<file path="config.mk">
export PLATFORM = sky130hd
export DESIGN_NAME = cache_set_top
export DESIGN_NICKNAME = d
export VERILOG_FILES = /design/src/source/cache_set_pkg.sv /design/src/source/cache_maint_pkg.sv /design/src/source/cache_set_top.sv /design/src/source/fill_beat_counter.sv /design/src/source/fill_tracker.sv /design/src/source/lookup_classifier.sv /design/src/source/tag_state_array.sv
export SDC_FILE = /design/constraint.sdc
export NUM_CORES = 1
export LEC_CHECK = 0
export CAP_MARGIN = 20
export CORE_UTILIZATION = 45
export CTS_CLUSTER_SIZE = 24
export DETAILED_ROUTE_END_ITERATION = 12
export DONT_BUFFER_PORTS = 1
export GPL_TIMING_DRIVEN = 0
export PLACE_DENSITY_LB_ADDON = 0.3
export SYNTH_ARGS = -nofsm -noshare
export SYNTH_HDL_FRONTEND = slang
export SYNTH_SLANG_ARGS = --single-unit
</file>
<file path="constraint.sdc">
create_clock -name clk -period 4 [get_ports clk]
set_input_delay 0.6 -clock clk [delete_from_list [all_inputs] [get_ports clk]]
set_output_delay 0.6 -clock clk [all_outputs]
set_load 0.01 [all_outputs]
</file>
<file path="src/source/cache_set_pkg.sv">
// cache set geometry, address fields, lookup and fill structs, lookup class enum
`default_nettype none

package cache_set_pkg;

   // address geometry
   parameter int ADDRESS_W = 32;
   parameter int LINE_OFFSET_W = 6;
   parameter int SET_W = 9;
   parameter int BANK_W = 1;
   parameter int TAG_W = ADDRESS_W - BANK_W - SET_W - LINE_OFFSET_W;

   // way pointers are sized for up to four ways
   parameter int WAY_W = 2;
   parameter int STATE_W = 2;
   parameter int FILL_ID_W = 6;
   parameter int BEAT_DATA_W = 64;

   typedef struct packed {
      logic [TAG_W-1:0] tag;
      logic [BANK_W-1:0] bank;
      logic [SET_W-1:0] set;
      logic [LINE_OFFSET_W-1:0] offset;
   } addr_fields_t;

   // security bit sits above the address tag
   typedef struct packed {
      logic security;
      logic [TAG_W-1:0] tag;
   } tagsec_t;

   typedef struct packed {
      addr_fields_t addr;
      logic security;
      logic allocate;
      logic tag_state_update;
      logic [STATE_W-1:0] new_state;
      logic nack;
   } lookup_req_t;

   typedef enum logic [2:0] {
      class_true_miss = 3'd0,
      class_true_hit = 3'd1,
      class_true_hit_upgrade = 3'd2,
      class_false_miss = 3'd3,
      class_false_miss_special = 3'd4,
      class_false_hit = 3'd5
   } lookup_class_e;

   typedef struct packed {
      addr_fields_t addr;
      logic security;
      logic [WAY_W-1:0] way;
      logic [STATE_W-1:0] state;
   } fill_cmd_t;

   typedef struct packed {
      logic [BEAT_DATA_W-1:0] data;
      logic [WAY_W-1:0] way;
      logic [FILL_ID_W-1:0] id;
   } fill_beat_t;

endpackage

`default_nettype wire

</file>
<file path="src/source/cache_maint_pkg.sv">
// maintenance opcodes, request struct and tag word union
`default_nettype none

package cache_maint_pkg;

   parameter int MAINT_WORD_W = 32;
   parameter int MAINT_IDX_W = 6;
   // unused upper bits of the tag word
   parameter int MAINT_PAD_W = MAINT_WORD_W - ($bits(cache_set_pkg::tagsec_t) +
                                               cache_set_pkg::STATE_W + 2);

   typedef enum logic [3:0] {
      op_read = 4'b1100,
      op_write = 4'b1110
   } maint_op_e;

   typedef struct packed {
      maint_op_e op;
      logic [cache_set_pkg::WAY_W-1:0] way;
      logic [MAINT_IDX_W-1:0] word;
   } maint_req_t;

   // word 0 layout, err in bit 0
   typedef struct packed {
      logic [MAINT_PAD_W-1:0] pad;
      cache_set_pkg::tagsec_t tagsec;
      logic [cache_set_pkg::STATE_W-1:0] state;
      logic nru;
      logic err;
   } maint_fields_t;

   typedef union packed {
      logic [MAINT_WORD_W-1:0] raw;
      maint_fields_t fields;
   } maint_word_u;

endpackage

`default_nettype wire

</file>
<file path="src/source/cache_set_top.sv">
// cache set top level connecting lookup, fill tracking and tag storage
`default_nettype none
`timescale 1ns/100ps

module cache_set_top
   import cache_set_pkg::*;
   import cache_maint_pkg::*;
#(
   parameter int unsigned N_WAYS = 2,
   parameter int unsigned BURST_BEATS = 4,
   parameter int unsigned SET_INDEX = 0,
   parameter int unsigned BANK_INDEX = 0
) (
   input wire clk,
   input wire reset_n,
   input wire lookup_valid,
   output logic lookup_ready,
   input wire lookup_req_t lookup_req,
   output logic result_valid,
   input wire result_ready,
   output lookup_class_e result_class,
   output logic [N_WAYS-1:0] hit_way_vec,
   output logic [STATE_W-1:0] current_state,
   output logic [N_WAYS-1:0] busy_vec,
   output logic [N_WAYS-1:0] stale_vec,
   output logic nack_no_allocate,
   input wire fill_valid,
   output logic fill_ready,
   input wire fill_cmd_t fill_cmd,
   input wire beat_valid,
   output logic beat_ready,
   input wire fill_beat_t fill_beat,
   input wire done_valid,
   input wire [FILL_ID_W-1:0] done_id,
   input wire maint_valid,
   output logic maint_ready,
   input wire maint_req_t maint_req,
   input wire maint_word_u maint_wdata,
   output maint_word_u maint_rdata,
   output logic maint_rvalid
);

   logic fill_fire;
   logic beat_fire;
   logic maint_fire;
   logic last_beat;
   logic fill_start;
   logic [WAY_W-1:0] start_way;
   tagsec_t start_tag;
   logic start_hit;
   logic upd_valid;
   logic [WAY_W-1:0] upd_way;
   logic [STATE_W-1:0] upd_state;
   logic [N_WAYS-1:0] state_pending;
   logic [N_WAYS-1:0] busy;
   tagsec_t [N_WAYS-1:0] tags;
   logic [N_WAYS-1:0][STATE_W-1:0] states;
   tagsec_t [N_WAYS-1:0] shadow_tags;
   logic [N_WAYS-1:0] despite_hit;

   // fill, beat and maintenance channels never stall
   assign fill_ready = 1'b1;
   assign beat_ready = 1'b1;
   assign maint_ready = 1'b1;
   assign fill_fire = fill_valid && fill_ready;
   assign beat_fire = beat_valid && beat_ready;
   assign maint_fire = maint_valid && maint_ready;

   lookup_classifier #(
      .N_WAYS(N_WAYS), .SET_INDEX(SET_INDEX), .BANK_INDEX(BANK_INDEX)
   ) i_lookup_classifier (
      .clk(clk), .reset_n(reset_n), .lookup_valid(lookup_valid),
      .lookup_req(lookup_req), .result_ready(result_ready), .tags(tags),
      .states(states), .shadow_tags(shadow_tags), .despite_hit(despite_hit),
      .busy(busy), .state_pending(state_pending), .lookup_ready(lookup_ready),
      .result_valid(result_valid), .result_class(result_class),
      .hit_way_vec(hit_way_vec), .current_state(current_state), .busy_vec(busy_vec),
      .stale_vec(stale_vec), .nack_no_allocate(nack_no_allocate),
      .fill_start(fill_start), .start_way(start_way), .start_tag(start_tag),
      .start_hit(start_hit), .upd_valid(upd_valid), .upd_way(upd_way),
      .upd_state(upd_state)
   );

   fill_tracker #(
      .N_WAYS(N_WAYS), .SET_INDEX(SET_INDEX), .BANK_INDEX(BANK_INDEX)
   ) i_fill_tracker (
      .clk(clk), .reset_n(reset_n), .fill_start(fill_start), .start_way(start_way),
      .fill_fire(fill_fire), .fill_way(fill_cmd.way), .fill_addr(fill_cmd.addr),
      .last_beat(last_beat), .beat_way(fill_beat.way), .beat_id(fill_beat.id),
      .done_valid(done_valid), .done_id(done_id), .state_pending(state_pending),
      .data_pending(), .busy(busy)
   );

   fill_beat_counter #(
      .BURST_BEATS(BURST_BEATS)
   ) i_fill_beat_counter (
      .clk(clk), .reset_n(reset_n), .beat_fire(beat_fire), .last_beat(last_beat)
   );

   tag_state_array #(
      .N_WAYS(N_WAYS), .SET_INDEX(SET_INDEX), .BANK_INDEX(BANK_INDEX)
   ) i_tag_state_array (
      .clk(clk), .reset_n(reset_n), .fill_start(fill_start), .start_way(start_way),
      .start_tag(start_tag), .start_hit(start_hit), .upd_valid(upd_valid),
      .upd_way(upd_way), .upd_state(upd_state), .fill_fire(fill_fire),
      .fill_cmd(fill_cmd), .busy(busy), .state_pending(state_pending),
      .maint_fire(maint_fire), .maint_req(maint_req), .maint_wdata(maint_wdata),
      .tags(tags), .states(states), .shadow_tags(shadow_tags),
      .despite_hit(despite_hit), .maint_rdata(maint_rdata), .maint_rvalid(maint_rvalid)
   );

endmodule

`default_nettype wire

</file>
<file path="src/source/fill_beat_counter.sv">
// fill data beat counter with last beat flag
`default_nettype none
`timescale 1ns/100ps

module fill_beat_counter #(
   parameter int unsigned BURST_BEATS = 4
) (
   input wire clk,
   input wire reset_n,
   input wire beat_fire,
   output logic last_beat
);

   localparam int CNT_W = (BURST_BEATS > 1) ? $clog2(BURST_BEATS) : 1;

   logic [CNT_W-1:0] count;
   logic at_end;

   assign at_end = (count == CNT_W'(BURST_BEATS - 1));

   // only an accepted beat can be the last one
   assign last_beat = beat_fire && at_end;

   always_ff @(posedge clk or negedge reset_n) begin
      if (!reset_n) begin
         count <= '0;
      end else if (beat_fire) begin
         // wrap back for the next burst
         if (at_end) begin
            count <= '0;
         end else begin
            count <= count + 1'b1;
         end
      end
   end

endmodule

`default_nettype wire

</file>
<file path="src/source/fill_tracker.sv">
// per-way fill tracker with state, data and done pending phases
`default_nettype none
`timescale 1ns/100ps

module fill_tracker
   import cache_set_pkg::*;
#(
   parameter int unsigned N_WAYS = 2,
   parameter int unsigned SET_INDEX = 0,
   parameter int unsigned BANK_INDEX = 0
) (
   input wire clk,
   input wire reset_n,
   input wire fill_start,
   input wire [WAY_W-1:0] start_way,
   input wire fill_fire,
   input wire [WAY_W-1:0] fill_way,
   input wire addr_fields_t fill_addr,
   input wire last_beat,
   input wire [WAY_W-1:0] beat_way,
   input wire [FILL_ID_W-1:0] beat_id,
   input wire done_valid,
   input wire [FILL_ID_W-1:0] done_id,
   output logic [N_WAYS-1:0] state_pending,
   output logic [N_WAYS-1:0] data_pending,
   output logic [N_WAYS-1:0] busy
);

   logic [N_WAYS-1:0] done_pending;
   logic [N_WAYS-1:0][FILL_ID_W-1:0] fill_id;
   logic fill_here;
   logic [N_WAYS-1:0] start_vec;
   logic [N_WAYS-1:0] state_clr_vec;
   logic [N_WAYS-1:0] data_clr_vec;
   logic [N_WAYS-1:0] done_clr_vec;

   assign fill_here = fill_fire &&
                      (fill_addr.set == SET_W'(SET_INDEX)) &&
                      (fill_addr.bank == BANK_W'(BANK_INDEX));

   // one-hot set and clear vectors, only pending phases can clear
   assign start_vec = N_WAYS'(fill_start) << start_way;
   assign state_clr_vec = (N_WAYS'(fill_here) << fill_way) & state_pending;
   assign data_clr_vec = (N_WAYS'(last_beat) << beat_way) & data_pending;

   // a done only retires the way whose stored fill id matches
   always_comb begin
      for (int i = 0; i < N_WAYS; i++) begin
         done_clr_vec[i] = done_valid && done_pending[i] && (fill_id[i] == done_id);
      end
   end

   // idle -> state+data pending -> done pending -> idle, per way
   always_ff @(posedge clk or negedge reset_n) begin
      if (!reset_n) begin
         state_pending <= '0;
         data_pending <= '0;
         done_pending <= '0;
      end else begin
         state_pending <= (state_pending & ~state_clr_vec) | start_vec;
         data_pending <= (data_pending & ~data_clr_vec) | start_vec;
         done_pending <= (done_pending & ~done_clr_vec) | data_clr_vec;
      end
   end

   // fill id is captured with the last data beat
   always_ff @(posedge clk) begin
      for (int i = 0; i < N_WAYS; i++) begin
         if (data_clr_vec[i]) begin
            fill_id[i] <= beat_id;
         end
      end
   end

   assign busy = state_pending | data_pending | done_pending;

endmodule

`default_nettype wire

</file>
<file path="src/source/lookup_classifier.sv">
// lookup hit vectors, class decode, way allocation and result register
`default_nettype none
`timescale 1ns/100ps

module lookup_classifier
   import cache_set_pkg::*;
#(
   parameter int unsigned N_WAYS = 2,
   parameter int unsigned SET_INDEX = 0,
   parameter int unsigned BANK_INDEX = 0
) (
   input wire clk,
   input wire reset_n,
   input wire lookup_valid,
   input wire lookup_req_t lookup_req,
   input wire result_ready,
   input wire tagsec_t [N_WAYS-1:0] tags,
   input wire [N_WAYS-1:0][STATE_W-1:0] states,
   input wire tagsec_t [N_WAYS-1:0] shadow_tags,
   input wire [N_WAYS-1:0] despite_hit,
   input wire [N_WAYS-1:0] busy,
   input wire [N_WAYS-1:0] state_pending,
   output logic lookup_ready,
   output logic result_valid,
   output lookup_class_e result_class,
   output logic [N_WAYS-1:0] hit_way_vec,
   output logic [STATE_W-1:0] current_state,
   output logic [N_WAYS-1:0] busy_vec,
   output logic [N_WAYS-1:0] stale_vec,
   output logic nack_no_allocate,
   output logic fill_start,
   output logic [WAY_W-1:0] start_way,
   output tagsec_t start_tag,
   output logic start_hit,
   output logic upd_valid,
   output logic [WAY_W-1:0] upd_way,
   output logic [STATE_W-1:0] upd_state
);

   logic lookup_fire;
   logic in_set;
   logic all_busy;
   logic true_hit;
   logic upgrade;
   logic [N_WAYS-1:0] tag_hit;
   logic [N_WAYS-1:0] shadow_hit;
   logic [N_WAYS-1:0] true_miss_vec;
   logic [N_WAYS-1:0] true_hit_vec;
   logic [N_WAYS-1:0] upgrade_vec;
   logic [N_WAYS-1:0] false_miss_vec;
   logic [N_WAYS-1:0] special_vec;
   logic [N_WAYS-1:0] rest_vec;
   logic [N_WAYS-1:0] start_vec;
   logic [WAY_W-1:0] hit_way;
   logic [WAY_W-1:0] alloc_way;
   logic [WAY_W-1:0] final_way;
   logic [STATE_W-1:0] hit_state;
   lookup_class_e lk_class;

   assign lookup_ready = result_ready || !result_valid;
   assign lookup_fire = lookup_valid && lookup_ready;
   assign in_set = (lookup_req.addr.set == SET_W'(SET_INDEX)) &&
                   (lookup_req.addr.bank == BANK_W'(BANK_INDEX));
   assign start_tag = '{security: lookup_req.security, tag: lookup_req.addr.tag};
   assign all_busy = in_set && (&busy);

   // shadow tags are live only while their way is busy
   always_comb begin
      for (int i = 0; i < N_WAYS; i++) begin
         tag_hit[i] = in_set && (tags[i] == start_tag) && (states[i] != '0);
         shadow_hit[i] = in_set && (shadow_tags[i] == start_tag) && busy[i];
      end
   end

   assign true_miss_vec = ~tag_hit & ~shadow_hit;
   assign true_hit_vec = tag_hit & ~busy;
   assign upgrade_vec = tag_hit & shadow_hit & despite_hit;
   assign false_miss_vec = (~tag_hit & shadow_hit & ~despite_hit) |
                           (tag_hit & shadow_hit & ~state_pending & ~despite_hit);
   assign special_vec = ~tag_hit & shadow_hit & despite_hit;
   // ways that neither hit nor block a class: false hits and true misses
   assign rest_vec = (tag_hit & busy & ~shadow_hit & ~despite_hit) | true_miss_vec;

   assign true_hit = |true_hit_vec && ((rest_vec | true_hit_vec) == '1);
   assign upgrade = |upgrade_vec && ((rest_vec | upgrade_vec) == '1);

   always_comb begin
      if (&true_miss_vec) lk_class = class_true_miss;
      else if (true_hit) lk_class = class_true_hit;
      else if (upgrade) lk_class = class_true_hit_upgrade;
      else if (|false_miss_vec && ((rest_vec | false_miss_vec) == '1))
         lk_class = class_false_miss;
      else if (|special_vec && ((rest_vec | special_vec) == '1))
         lk_class = class_false_miss_special;
      else lk_class = class_false_hit;
   end

   // lowest idle invalid way, else lowest idle way
   always_comb begin
      alloc_way = '0;
      hit_way = '0;
      hit_state = '0;
      for (int i = N_WAYS - 1; i >= 0; i--) begin
         if (!busy[i]) alloc_way = WAY_W'(i);
      end
      for (int i = N_WAYS - 1; i >= 0; i--) begin
         if (!busy[i] && (states[i] == '0)) alloc_way = WAY_W'(i);
      end
      for (int i = 0; i < N_WAYS; i++) begin
         if (true_hit_vec[i] || upgrade_vec[i]) begin
            hit_way = WAY_W'(i);
            hit_state = states[i];
         end
      end
   end

   assign final_way = (true_hit || upgrade) ? hit_way : alloc_way;
   assign fill_start = lookup_fire && in_set && lookup_req.allocate && !lookup_req.nack &&
                       !all_busy && (true_hit || (lk_class == class_true_miss));
   assign start_way = final_way;
   assign start_hit = true_hit;
   assign start_vec = N_WAYS'(fill_start) << final_way;

   assign upd_valid = lookup_fire && in_set && lookup_req.tag_state_update &&
                      !lookup_req.nack && (true_hit || upgrade ||
                      ((lk_class == class_true_miss) && lookup_req.allocate && !all_busy));
   assign upd_way = final_way;
   assign upd_state = lookup_req.new_state;

   // result holds while the consumer stalls
   always_ff @(posedge clk or negedge reset_n) begin
      if (!reset_n) result_valid <= 1'b0;
      else if (lookup_fire) result_valid <= 1'b1;
      else if (result_ready) result_valid <= 1'b0;
   end

   always_ff @(posedge clk) begin
      if (lookup_fire) begin
         result_class <= lk_class;
         hit_way_vec <= true_hit_vec | upgrade_vec;
         current_state <= (true_hit || upgrade) ? hit_state : '0;
         busy_vec <= busy | start_vec;
         stale_vec <= (busy & ~despite_hit) | (start_vec & ~{N_WAYS{true_hit}});
         nack_no_allocate <= all_busy;
      end
   end

endmodule

`default_nettype wire

</file>
<file path="src/source/tag_state_array.sv">
// committed tags and states, shadow tags, fill-despite-hit flags, maintenance access
`default_nettype none
`timescale 1ns/100ps

module tag_state_array
   import cache_set_pkg::*;
   import cache_maint_pkg::*;
#(
   parameter int unsigned N_WAYS = 2,
   parameter int unsigned SET_INDEX = 0,
   parameter int unsigned BANK_INDEX = 0
) (
   input wire clk,
   input wire reset_n,
   input wire fill_start,
   input wire [WAY_W-1:0] start_way,
   input wire tagsec_t start_tag,
   input wire start_hit,
   input wire upd_valid,
   input wire [WAY_W-1:0] upd_way,
   input wire [STATE_W-1:0] upd_state,
   input wire fill_fire,
   input wire fill_cmd_t fill_cmd,
   input wire [N_WAYS-1:0] busy,
   input wire [N_WAYS-1:0] state_pending,
   input wire maint_fire,
   input wire maint_req_t maint_req,
   input wire maint_word_u maint_wdata,
   output tagsec_t [N_WAYS-1:0] tags,
   output logic [N_WAYS-1:0][STATE_W-1:0] states,
   output tagsec_t [N_WAYS-1:0] shadow_tags,
   output logic [N_WAYS-1:0] despite_hit,
   output maint_word_u maint_rdata,
   output logic maint_rvalid
);

   logic fill_here;
   logic maint_wr;
   logic maint_rd;
   tagsec_t fill_tag;
   maint_word_u rd_word;

   // a fill command only commits to a way still waiting for its state
   assign fill_here = fill_fire &&
                      (fill_cmd.addr.set == SET_W'(SET_INDEX)) &&
                      (fill_cmd.addr.bank == BANK_W'(BANK_INDEX)) &&
                      |((N_WAYS'(1) << fill_cmd.way) & state_pending);
   assign fill_tag = '{security: fill_cmd.security, tag: fill_cmd.addr.tag};

   // maintenance writes to word 0 of a way with no fill in flight
   assign maint_wr = maint_fire && (maint_req.op == op_write) && (maint_req.word == '0) &&
                     !(|((N_WAYS'(1) << maint_req.way) & busy));
   assign maint_rd = maint_fire && (maint_req.op == op_read);

   // later writes in the block take priority
   always_ff @(posedge clk or negedge reset_n) begin
      if (!reset_n) begin
         tags <= '0;
         states <= '0;
         despite_hit <= '0;
      end else begin
         for (int i = 0; i < N_WAYS; i++) begin
            if (fill_start && (start_way == WAY_W'(i))) begin
               despite_hit[i] <= start_hit;
            end
            if (upd_valid && (upd_way == WAY_W'(i))) begin
               tags[i] <= start_tag;
               states[i] <= upd_state;
            end
            if (fill_here && (fill_cmd.way == WAY_W'(i))) begin
               tags[i] <= fill_tag;
               states[i] <= fill_cmd.state;
            end
            if (maint_wr && (maint_req.way == WAY_W'(i))) begin
               tags[i] <= maint_wdata.fields.tagsec;
               states[i] <= maint_wdata.fields.state;
            end
         end
      end
   end

   always_ff @(posedge clk) begin
      for (int i = 0; i < N_WAYS; i++) begin
         if (fill_start && (start_way == WAY_W'(i))) begin
            shadow_tags[i] <= start_tag;
         end
      end
   end

   // read word 0 only, nru and err read back as zero
   always_comb begin
      rd_word = '0;
      for (int i = 0; i < N_WAYS; i++) begin
         if ((maint_req.way == WAY_W'(i)) && (maint_req.word == '0)) begin
            rd_word.fields.tagsec = tags[i];
            rd_word.fields.state = states[i];
         end
      end
   end

   always_ff @(posedge clk or negedge reset_n) begin
      if (!reset_n) begin
         maint_rvalid <= 1'b0;
      end else begin
         maint_rvalid <= maint_rd;
      end
   end

   always_ff @(posedge clk) begin
      if (maint_rd) begin
         maint_rdata <= rd_word;
      end
   end

endmodule

`default_nettype wire

</file>
# [Yosys cells after proc, flatten, opt, wreduce, memory -nomap -nowiden]
# Cells that the tools add are included.
[word_totals] ff_bits=127 inputBits=205 output_inout_bits=50 wordCells=208
[op_classes] add_sub_neg=1 n_eq_ne=16 n_shift=5 mux=30 bitwise_logic=46 reduce_logical=83
[op_table] cell="$mux 17" n=6
[op_table] cell="$eq 17x17->1" n=4
[op_table] cell="$logic_and 1x1->1" n=49
[op_table] cell="$and 2x2->2" n=21
[op_table] cell="$mux 19" n=2
[op_table] cell="$or 2x2->2" n=14
[op_table] cell="$logic_not 9->1" n=2
[op_table] cell="$mux 2" n=9
[op_table] cell="$not 2->2" n=9
[op_table] cell="$eq 6x6->1" n=2
[op_table] cell="$mux 3" n=4
[op_table] cell="$reduce_or 2->1" n=6
[op_table] cell="$eq 2x2->1 const B" n=5
[op_table] cell="$logic_not 2->1" n=5
[op_table] cell="$mux 1" n=9
[op_table] cell="$eq 4x4->1 const B" n=2
[op_table] cell="$eq 2x1->1 const B" n=3
[op_table] cell="$logic_not 1->1" n=6
[op_table] cell="$logic_not 6->1" n=1
[op_table] cell="$logic_or 1x1->1" n=6
[op_table] cell="$reduce_bool 2->1" n=3
[op_table] cell="$reduce_bool 3->1" n=2
[op_table] cell="$shl 1x2->2" n=3
[op_table] cell="$reduce_and 2->1" n=2
[op_table] cell="other kinds (4)" n=6

# [Logic depth before layout (Yosys ltp)]
# Gate-level depths: netlist (run 1).
[depth] word_depth=25 ltp_mapped=12 ltp_nobuf=8

# [Modules after synthesis]
# Synthesis (run 1) repeated with hierarchy kept, for this count alone.
[unflattened] hier_cells=583 area_unflattened_um2=7542.2
[by_module_without_submodules] module="tag_state_array" instances=1 cells_per_inst=277 area_each_um2=4652.0 seq_area_each_um2=2617.5
[by_module_without_submodules] module="lookup_classifier" instances=1 cells_per_inst=240 area_each_um2=1965.6 seq_area_each_um2=385.4
[by_module_without_submodules] module="fill_tracker" instances=1 cells_per_inst=55 area_each_um2=797.0 seq_area_each_um2=510.5
[by_module_without_submodules] module="fill_beat_counter" instances=1 cells_per_inst=7 area_each_um2=101.3 seq_area_each_um2=50.0
[by_module_without_submodules] module="cache_set_top" instances=1 cells_per_inst=4 area_each_um2=26.3 seq_area_each_um2=0.0

# [Worst setup path after synthesis (run 1)]
# OpenSTA, ideal clock, no wires.
[synth_path] kind="input port to flip-flop" startpoint="input port lookup_req[36] (netlist bit)" endpoint="register, netlist name i_tag_state_array.shadow_tags[17]" setup_ns=0.397 arrival_time_ns=2.881 t_required_ns=3.603 slack_ns=0.723 cell_stages=9 n_path_buf=2 cell_sequence="buf_2 -> xor2_1 -> nor4_1 -> and3_1 -> clkbuf_1 -> and2_1 -> a2111oi_2 -> a21oi_1 -> nor2b_1"
[synth_between] elab_chain_len=19 elab_cells_between_ends=59 cone_classes="eq/ne (9); mux (7); bitwise (20); reduce/logical (23)"
[synth_rtl] item="from (decl)" line="cache_set_top.sv:18" text="input wire lookup_req_t lookup_req,"
[synth_rtl] item="$eq 17x17->1, on equally long branches" line="lookup_classifier.sv:70, lookup_classifier.sv:71"
[synth_rtl] item="$logic_and 1x1->1, on equally long branches (2 in a row)" line="lookup_classifier.sv:70, lookup_classifier.sv:71"
[synth_rtl] item="$and 2x2->2 / $not 2->2 (equally long branches)" line="lookup_classifier.sv:82, lookup_classifier.sv:75"
[synth_rtl] item="$and 2x2->2 (2 in a row)" line="lookup_classifier.sv:82" text="assign rest_vec = (tag_hit & busy & ~shadow_hit & ~despite_hit) | true_miss_vec;"
[synth_rtl] item="$or 2x2->2" line="lookup_classifier.sv:82"
[synth_rtl] item="$or 2x2->2" line="lookup_classifier.sv:93" text="else if (|special_vec && ((rest_vec | special_vec) == '1))"
[synth_rtl] item="$eq 2x2->1" line="lookup_classifier.sv:93"
[synth_rtl] item="$logic_and 1x1->1" line="lookup_classifier.sv:93"
[synth_rtl] item="$mux 1" line="lookup_classifier.sv:93"
[synth_rtl] item="$mux 3" line="lookup_classifier.sv:91" text="else if (|false_miss_vec && ((rest_vec | false_miss_vec) == '1))"
[synth_rtl] item="$mux 3" line="lookup_classifier.sv:90" text="else if (upgrade) lk_class = class_true_hit_upgrade;"
[synth_rtl] item="$mux 3" line="lookup_classifier.sv:89" text="else if (true_hit) lk_class = class_true_hit;"
[synth_rtl] item="$mux 3" line="lookup_classifier.sv:88" text="if (&true_miss_vec) lk_class = class_true_miss;"
[synth_rtl] item="$logic_not 3->1" line="lookup_classifier.sv:119" text="!all_busy && (true_hit || (lk_class == class_true_miss));"
[synth_rtl] item="$logic_or 1x1->1" line="lookup_classifier.sv:119"
[synth_rtl] item="$logic_and 1x1->1" line="lookup_classifier.sv:119"
[synth_rtl] item="$logic_and 1x1->1 (*)" line="tag_state_array.sv:84" text="if (fill_start && (start_way == WAY_W'(i))) begin"
# Mark *: on every way between the ends. The rest lies on a longest branch, timed or not.
# A chain may end at the register's enable or synchronous reset.

# [Final worst setup path (run 1)]
[layout_path] startpoint="register i_fill_tracker.data_pending[0]" endpoint="register, netlist name i_tag_state_array.shadow_tags[5]"
[layout_between] elab_chain_len=19 elab_cells_between_ends=57 cone_classes="eq/ne (4); mux (9); bitwise (22); reduce/logical (22)"
[layout_rtl] item="from (decl)" line="fill_tracker.sv:25" text="output logic [N_WAYS-1:0] data_pending,"
[layout_rtl] item="from (signal assigned)" line="fill_tracker.sv:61" text="data_pending <= (data_pending & ~data_clr_vec) | start_vec;"
[layout_rtl] item="$or 2x2->2 (*) (2 in a row)" line="fill_tracker.sv:75" text="assign busy = state_pending | data_pending | done_pending;"
[layout_rtl] item="$logic_and 1x1->1" line="lookup_classifier.sv:71" text="shadow_hit[i] = in_set && (shadow_tags[i] == start_tag) && busy[i];"
[layout_rtl] item="$not 2->2" line="lookup_classifier.sv:75, lookup_classifier.sv:82"
[layout_rtl] item="$and 2x2->2 (2 in a row)" line="lookup_classifier.sv:82"
[layout_rtl] item="$or 2x2->2" line="lookup_classifier.sv:82"
[layout_rtl] item="$or 2x2->2" line="lookup_classifier.sv:93"
[layout_rtl] item="$eq 2x2->1" line="lookup_classifier.sv:93"
[layout_rtl] item="$logic_and 1x1->1" line="lookup_classifier.sv:93"
[layout_rtl] item="$mux 1" line="lookup_classifier.sv:93"
[layout_rtl] item="$mux 3" line="lookup_classifier.sv:91"
[layout_rtl] item="$mux 3" line="lookup_classifier.sv:90"
[layout_rtl] item="$mux 3" line="lookup_classifier.sv:89"
[layout_rtl] item="$mux 3" line="lookup_classifier.sv:88"
[layout_rtl] item="$logic_not 3->1" line="lookup_classifier.sv:119"
[layout_rtl] item="$logic_or 1x1->1" line="lookup_classifier.sv:119"
[layout_rtl] item="$logic_and 1x1->1" line="lookup_classifier.sv:119"
[layout_rtl] item="$logic_and 1x1->1 (*)" line="tag_state_array.sv:84"
# Marked as above.

==> results.md, run 1 <==
- F_max: 0.288 GHz
- Final Wtd Congestion: between 0.9 and 1
- Die area: 18000 um^2
- CP required: 4.09 ns
- Row cnt: 47
- Routed len/inst: 21.7 um
- Hold Vio Cnt, Final: 1
- Crit-path slowest cell: nor4_1
- Setup CP Type: flip-flop to flip-flop
- Run status: finished with violations
- Worst min path class: primary input to asynchronous set/reset pin
- Cell area power density: roughly 370 nW/um^2
- Startpoint type of the worst setup path: flip-flop
- Clock buffer depth: 2
- Num ports: 255
- Worst Slack Setup Final: around 0.52 ns
- Failing checks: hold timing
- Final Cycle Share: 86.9%
- Total gr overflow: 0
- Peak supply drop: roughly 0.29 mV
- Fin crit period: between 3 and 4 ns
- Cells after DPL: 1014
- Initial Utilization: 46.8%
- Die W: 134 um
- Arr. time, crit path: 3.56 ns
- IO Port Bufs: 0
- Internal power: 2.49 mW
- Seq/Total Area, Yosys: 45.3%
- Critical path cell sequence: nor3_1, clkbuf_1, o31ai_1, nor4_1, o21ai_0, inv_2
- Max-cap check violation count: 0
- Routed vias: 6301
- Number of DRC markers in iteration 0: around 640
- Crit path largest cell delay: 0.68 ns
- Skew-Pair Late Insertion Delay: roughly 0.44 ns
- Commonest non-fill, non-tap cells in the layout: 78 x nor2_1, 77 x edfxtp_1, 58 x mux2i_1
- Num CTS Buffers: 17
- Cells after synthesis: 777
- H-tree levels: 4
- NetSw: 749 uW
- Final HPWL DP: 17.1 mm
- Drt pass-1 iters: 5
- Total of fill cells in the finished design: 1539
- Core footprint: 16800 um^2
- Worst Tran Pin Value: roughly 0.87 ns
- Clock Sink Count: 127
- Layout Skew: approximately 0.013 ns
- Sw Ratio: 23.1%
- Via/cell ratio: 6.02
- Post-CTS Repair Setup Buffers: 0
- Clk slew on worst S/H paths: 0.06 ns
- # nets final: 1020
- First-pass GRT wire length: approximately 34 mm
- Area Growth Syn to Fin: 12.7%
- Ys async rst share: between 30% and 40%
- LEAKAGE: between 3 and 4 nW
- Initial antenna violation count: 0
- Distinct cells, synth: 65
- Vias in the first global route: 5926
- Seq pwr share: 44.5%
- Final setup vio count: 0
- GRT Resource Usage Total: 25.6%
- Worst-path fanout max: 17
- Diode count: 0
- Post-Route WL: approximately 23 mm
- Unrepaired setup endpoints after global routing: no
- DRC viols: 0
- EDFF count, synth: 77
- Slew HR: between 40% and 50%
- Synthesis-stage register bit count: around 130
- Ys Warns: 0
- Commonest non-fill, non-tap cell in the layout: nor2_1
- Clk network pwr share: 48.7%
- CTS tree: yes
- Post-synth top flop: edfxtp_1
- Fin Hold WS: -0.00236 ns
- Clock root buffer: clkbuf_16
- Logic pwr share: 6.8%
- Share of cells above drive strength 1: around an eighth
- CP endpoint kind: flip-flop
- Largest net degree at the start of global routing: slightly above 50
- Cell Count, Final, Fillers Out: 1047
- Height of the die: around 130 um
- Max-slew violations: 0
- Syn_area_per_cell: about 10 um^2
- Synthesized area: ~8000 um^2
- Number of routed nets with antenna violations: 0
- Dpl ws: 0.266 ns
## metrics by stage
stage | instance area (um^2) | util [%] | hold slack [ns] | power (mW) | setup TNS (ns)
global route | 8860 | 52.7 | 0.0361 | 3.33 | 0
CTS | 8860 | 52.7 | 0.0194 | 3.26 | 0
detailed placement | 8240 | 49.0 | 0.306 | 1.67 | 0
floorplan | 7920 | - | 0.304 | 1.63 | 0
finish | 8860 | 52.7 | -0.00236 | 3.24 | 0
global placement | 8200 | 48.7 | 0.307 | 1.67 | -5.46
## layout make-up
class | instances | area [um^2] | share of cell area (%)
multi-input combinational | 575 | 3900 | 44.0
sequential | 127 | 3560 | 40.2
clock buffer | 19 | 433 | 4.88
buffer | 78 | 423 | 4.77
tap | 220 | 275 | 3.11
clock inverter | 13 | 168 | 1.89
timing repair buffer | 4 | 62.6 | 0.706
inverter | 11 | 41.3 | 0.466
## synth_stat cells (7+ instances only)
cell,instances,share of area (%)
dfrtp_1,50,16
nand2b_1,7,0.56
buf_4,20,1.9
nand2_1,40,1.9
xnor2_1,36,4.0
edfxtp_1,77,29
o21ai_0,9,0.57
o2bb2ai_1,19,2.1
nand4_1,23,1.8
inv_1,11,0.52
buf_2,26,1.7
a31o_1,11,1.2
a21oi_1,47,3.0
mux2i_1,58,7.4
nor4_1,22,1.7
a31o_2,9,1.0
nand3_1,10,0.64
xor2_1,45,5.0
clkbuf_1,26,1.2
or3_1,24,1.9
o211ai_1,39,3.7
nor3_1,12,0.76
nor2_1,79,3.8
## sequential cells by signal, summed over array words and instances (netlist names)
| name | count |
|---|---|
| i_lookup_classifier.stale_vec | 2 |
| i_lookup_classifier.hit_way_vec | 2 |
| i_tag_state_array.maint_rdata | 19 |
| i_tag_state_array.states | 4 |
| i_tag_state_array.shadow_tags | 34 |
| i_fill_tracker.data_pending | 2 |
| i_lookup_classifier.busy_vec | 2 |
| i_tag_state_array.despite_hit | 2 |
| i_tag_state_array.maint_rvalid | 1 |
| i_lookup_classifier.result_class | 3 |
| i_tag_state_array.tags | 34 |
| i_fill_tracker.state_pending | 2 |
| i_fill_tracker.fill_id | 12 |
| i_lookup_classifier.current_state | 2 |
| i_fill_tracker.done_pending | 2 |
| i_lookup_classifier.result_valid | 1 |
| i_fill_beat_counter.count | 2 |
| i_lookup_classifier.nack_no_allocate | 1 |
## kinds of logic after synthesis
logic type	after synthesis	share of synthesized area (%)
compound gates	164	15.0
xor+xnor	81	9.02
buf+inv	89	5.90
simple gates	254	17.0
other cells	2	0.0954
flops	127	45.3
mux	59	7.52
fa+ha+maj	1	0.159
## per-layer routing
metal / vias up / wire length (um) / track usage (%)
li1: 2926 / - / -
met5: - / 0 / 0
met3: 48 / 2000 / 6.73
met2: 330 / 10100 / 38.3
met1: 2997 / 9930 / 34.4
met4: 0 / 755 / 12.7
## final timing paths
path                                           startpoint                          endpoint  slack (ns)  cells after the start
max                        i_fill_tracker.data_pending[0]  i_tag_state_array.shadow_tags[5]        0.52                      6
min                                               reset_n        i_tag_state_array.tags[27]      -0.002                      1
max reg2reg                i_fill_tracker.data_pending[0]  i_tag_state_array.shadow_tags[5]        0.52                      6
min reg2reg                  i_fill_beat_counter.count[0]      i_fill_beat_counter.count[0]        0.48                      1
max in group asynchronous                         reset_n  i_tag_state_array.despite_hit[0]        3.71                      1
min in group clk                               beat_valid      i_fill_beat_counter.count[0]        0.26                      1
## power groups by stage
| stage | combinational [mW] | clock (mW) | sequential (mW) |
|---|---|---|---|
| after detailed placement | 0.206 | 0 | 1.47 |
| final | 0.222 | 1.58 | 1.44 |
| after floorplan | 0.164 | 0 | 1.46 |
| after CTS | 0.221 | 1.60 | 1.44 |
| after global placement | 0.203 | 0 | 1.47 |
| after global routing | 0.243 | 1.64 | 1.44 |
## repair_timing
item                       4_1_cts  5_1_grt
hold endpoints to repair        50        0
resized for setup                0        1
setup endpoints to repair        0       17
hold buffers                     1        0
## critical path, delay by kind of cell (launching register included)
kind	cells	cell delay (ns)
buffers and inverters	2	0.91
AO/OA/AOI/OAI	2	0.74
flip-flops	1	0.39
AND/OR/NAND/NOR	2	1.08
No activity file was read; power rests on OpenSTA's default activity.
==> inputs of run 2 (changes only) <==
Settings changed: CORE_MARGIN set to 10.
Clock period 4 ns to 3.8 ns, I/O delays scaled along.
==> run 2 against run 1 <==
Compared with the run above: the run still ends with hold timing left; routed wire length up 7.7%; core utilization shrank 1.3 points; global-route usage is 5.2 points lower; die area is 29% higher; via count shrank 0.49%; critical endpoint is now i_tag_state_array.shadow_tags[1]; largest cell class unchanged; largest power group unchanged.
==> results.md, run 2 (synthesis results as in run 1) <==
- Area Growth Syn to Fin: 12.6%
- Final Cycle Share: 91.2%
- Seq pwr share: approximately 45%
- Unrepaired setup endpoints after global routing: no
- Initial Utilization: 45.7%
- Crit path to: i_tag_state_array.shadow_tags[1]
- Commonest non-fill, non-tap cell in the layout: nor2_1
- Core footprint: 17200 um^2
- Setup CP Type: flip-flop to flip-flop
- Diode count: 0
- Final Wtd Congestion: between 0.9 and 1
- Total Power: roughly 3.4 mW
- Cell Count, Final, Fillers Out: 1052
- Arr. time, crit path: 3.54 ns
- Largest net degree at the start of global routing: 51
- Worst-path fanout max: 17
- Startpoint type of the worst setup path: flip-flop
- Worst min path class: primary input to asynchronous set/reset pin
- Failing checks: hold timing
- Sw Ratio: about a quarter
- IO Port Bufs: 0
- Peak supply drop: 0.314 mV
- Routed len/inst: 23.3 um
- Die W: 152 um
- CP required: 3.88 ns
- Clock root buffer: clkbuf_16
- CP startpoint: i_fill_tracker.data_pending[0]
- Max-slew violations: 0
- Num CTS Buffers: 17
- First-pass GRT wire length: about 37 mm
- Clock Sink Count: 127
- Commonest non-fill, non-tap cells in the layout: 78 x nor2_1, 77 x edfxtp_1, 58 x mux2i_1
- Drt pass-1 iters: 5
- Fin Hold WS: -0.00949 ns
- Post-CTS Repair Setup Buffers: 0
- Routed vias: roughly 6300
- Row cnt: 48
- Fin crit period: 3.46 ns
- H-tree levels: 4
- Final setup vio count: 0
- Vias in the first global route: roughly 6200
- Worst Tran Pin Value: 0.903 ns
- Number of DRC markers in iteration 0: 524
- Total of fill cells in the finished design: between 1500 and 2000
- Final HPWL DP: 18.9 mm
- Skew-Pair Late Insertion Delay: 0.43 ns
- Hold Vio Cnt, Final: 5
- Internal power: 2.58 mW
- Height of the die: 152 um
- Layout Skew: roughly 0.009 ns
- Initial antenna violation count: 0
- Cell area power density: 384 nW/um^2
- Register-to-register setup slack: ~0.34 ns
- FF+latch area: roughly 3600 um^2
- Clk network pwr share: just under 50%
- Num ports: 255
- CTS tree: yes
- F_max: 0.289 GHz
- LEAKAGE: about 3.4 nW
- Multi-input logic area: a little under 4000 um^2
- NetSw: 816 uW
- Share of cells above drive strength 1: 13.2%
- Post-Route Setup TNS: 0 ns
- Via/cell ratio: 5.96
- Clock buffer depth: 2
- # nets final: 1020
- Run status: finished with violations
- Slew HR: between 30% and 40%
- Cell depth of the worst flop-to-flop path: 6
- Clk slew on worst S/H paths: 0.06 ns
- CP endpoint kind: flip-flop
- Number of routed nets with antenna violations: 0
- Worst reg2reg endpoint: i_tag_state_array.shadow_tags[1]
- Biggest regs: i_tag_state_array.shadow_tags x34, i_tag_state_array.tags x34, i_tag_state_array.maint_rdata x19
- Cells after DPL: 1019
- Die area: about 23000 um^2
- Logic pwr share: 7.0%
- GRT Resource Usage Total: 20.4%
- Final non-filler cell area: 8860 um^2
- R2R Path Start: i_fill_tracker.data_pending[0]
- Post-Route WL: 24.5 mm
- DRC viols: 0
- Area after DPL: 8240 um^2
- Total gr overflow: 0
- Max-cap check violation count: 0
run 2: changes by cell type in the layout (fill, tap and decap cells not counted), sizes merged:
cell	delta
bufinv	-1
inv	+5
clkinv	-4
run 2: per-layer routing:
metal | vias to the layer above | share of wire, % | track usage, %
li1 | 2930 | - | -
met1 | 3011 | 43 | 26.0
met2 | 292 | 45 | 31.8
met3 | 37 | 9.5 | 7.08
met4 | 0 | 2.2 | 6.74
met5 | - | 0 | 0
run 2: final cells by class:
class | count | area share (%)
tap | 225 | 3.18
clock inverter | 13 | 1.69
inverter | 11 | 0.466
sequential | 127 | 40.2
timing repair buffer | 4 | 0.706
buffer | 78 | 4.77
multi-input combinational | 575 | 44.0
clock buffer | 19 | 5.00
run 2: per-stage QoR:
step                      utilization (%)  hold slack (ns)  worst slack, ns
after global placement               47.6            0.278           -0.514
after floorplan                         -            0.274            0.553
after global routing                 51.4          0.00487           0.0457
after detailed placement             47.8            0.279           0.0585
final                                51.4         -0.00949            0.335
after CTS                            51.4          0.00416            0.206
run 2: critical path: stages (launching register included):
cell,delay (ns)
dfrtp_1,0.38
nor3_1,0.42
clkbuf_1,0.44
o31ai_1,0.20
nor4_1,0.69
o21ai_0,0.51
inv_2,0.46
run 2: timing repair:
action / in CTS / in global routing
resized for setup: 0 / 1
endpoints found under the setup margin: 0 / 17
hold endpoints to repair: 50 / 0
hold buffers: 1 / 0
run 2: how the worst min path moves through the flow:
stage	to	slack, ns
floorplan	i_fill_beat_counter.count[0]	0.27
global placement	i_fill_beat_counter.count[1]	0.28
detailed placement	i_fill_beat_counter.count[1]	0.28
CTS	i_tag_state_array.tags[28]	0.004
global route	i_tag_state_array.tags[11]	0.005
finish	i_tag_state_array.tags[11]	-0.009
run 2: power groups by stage:
stage	registers (mW)	clock network, mW	logic (mW)
finish	1.52	1.65	0.237
global route	1.52	1.73	0.263
CTS	1.52	1.66	0.237
detailed placement	1.55	0	0.220
global placement	1.55	0	0.216
floorplan	1.54	0	0.172
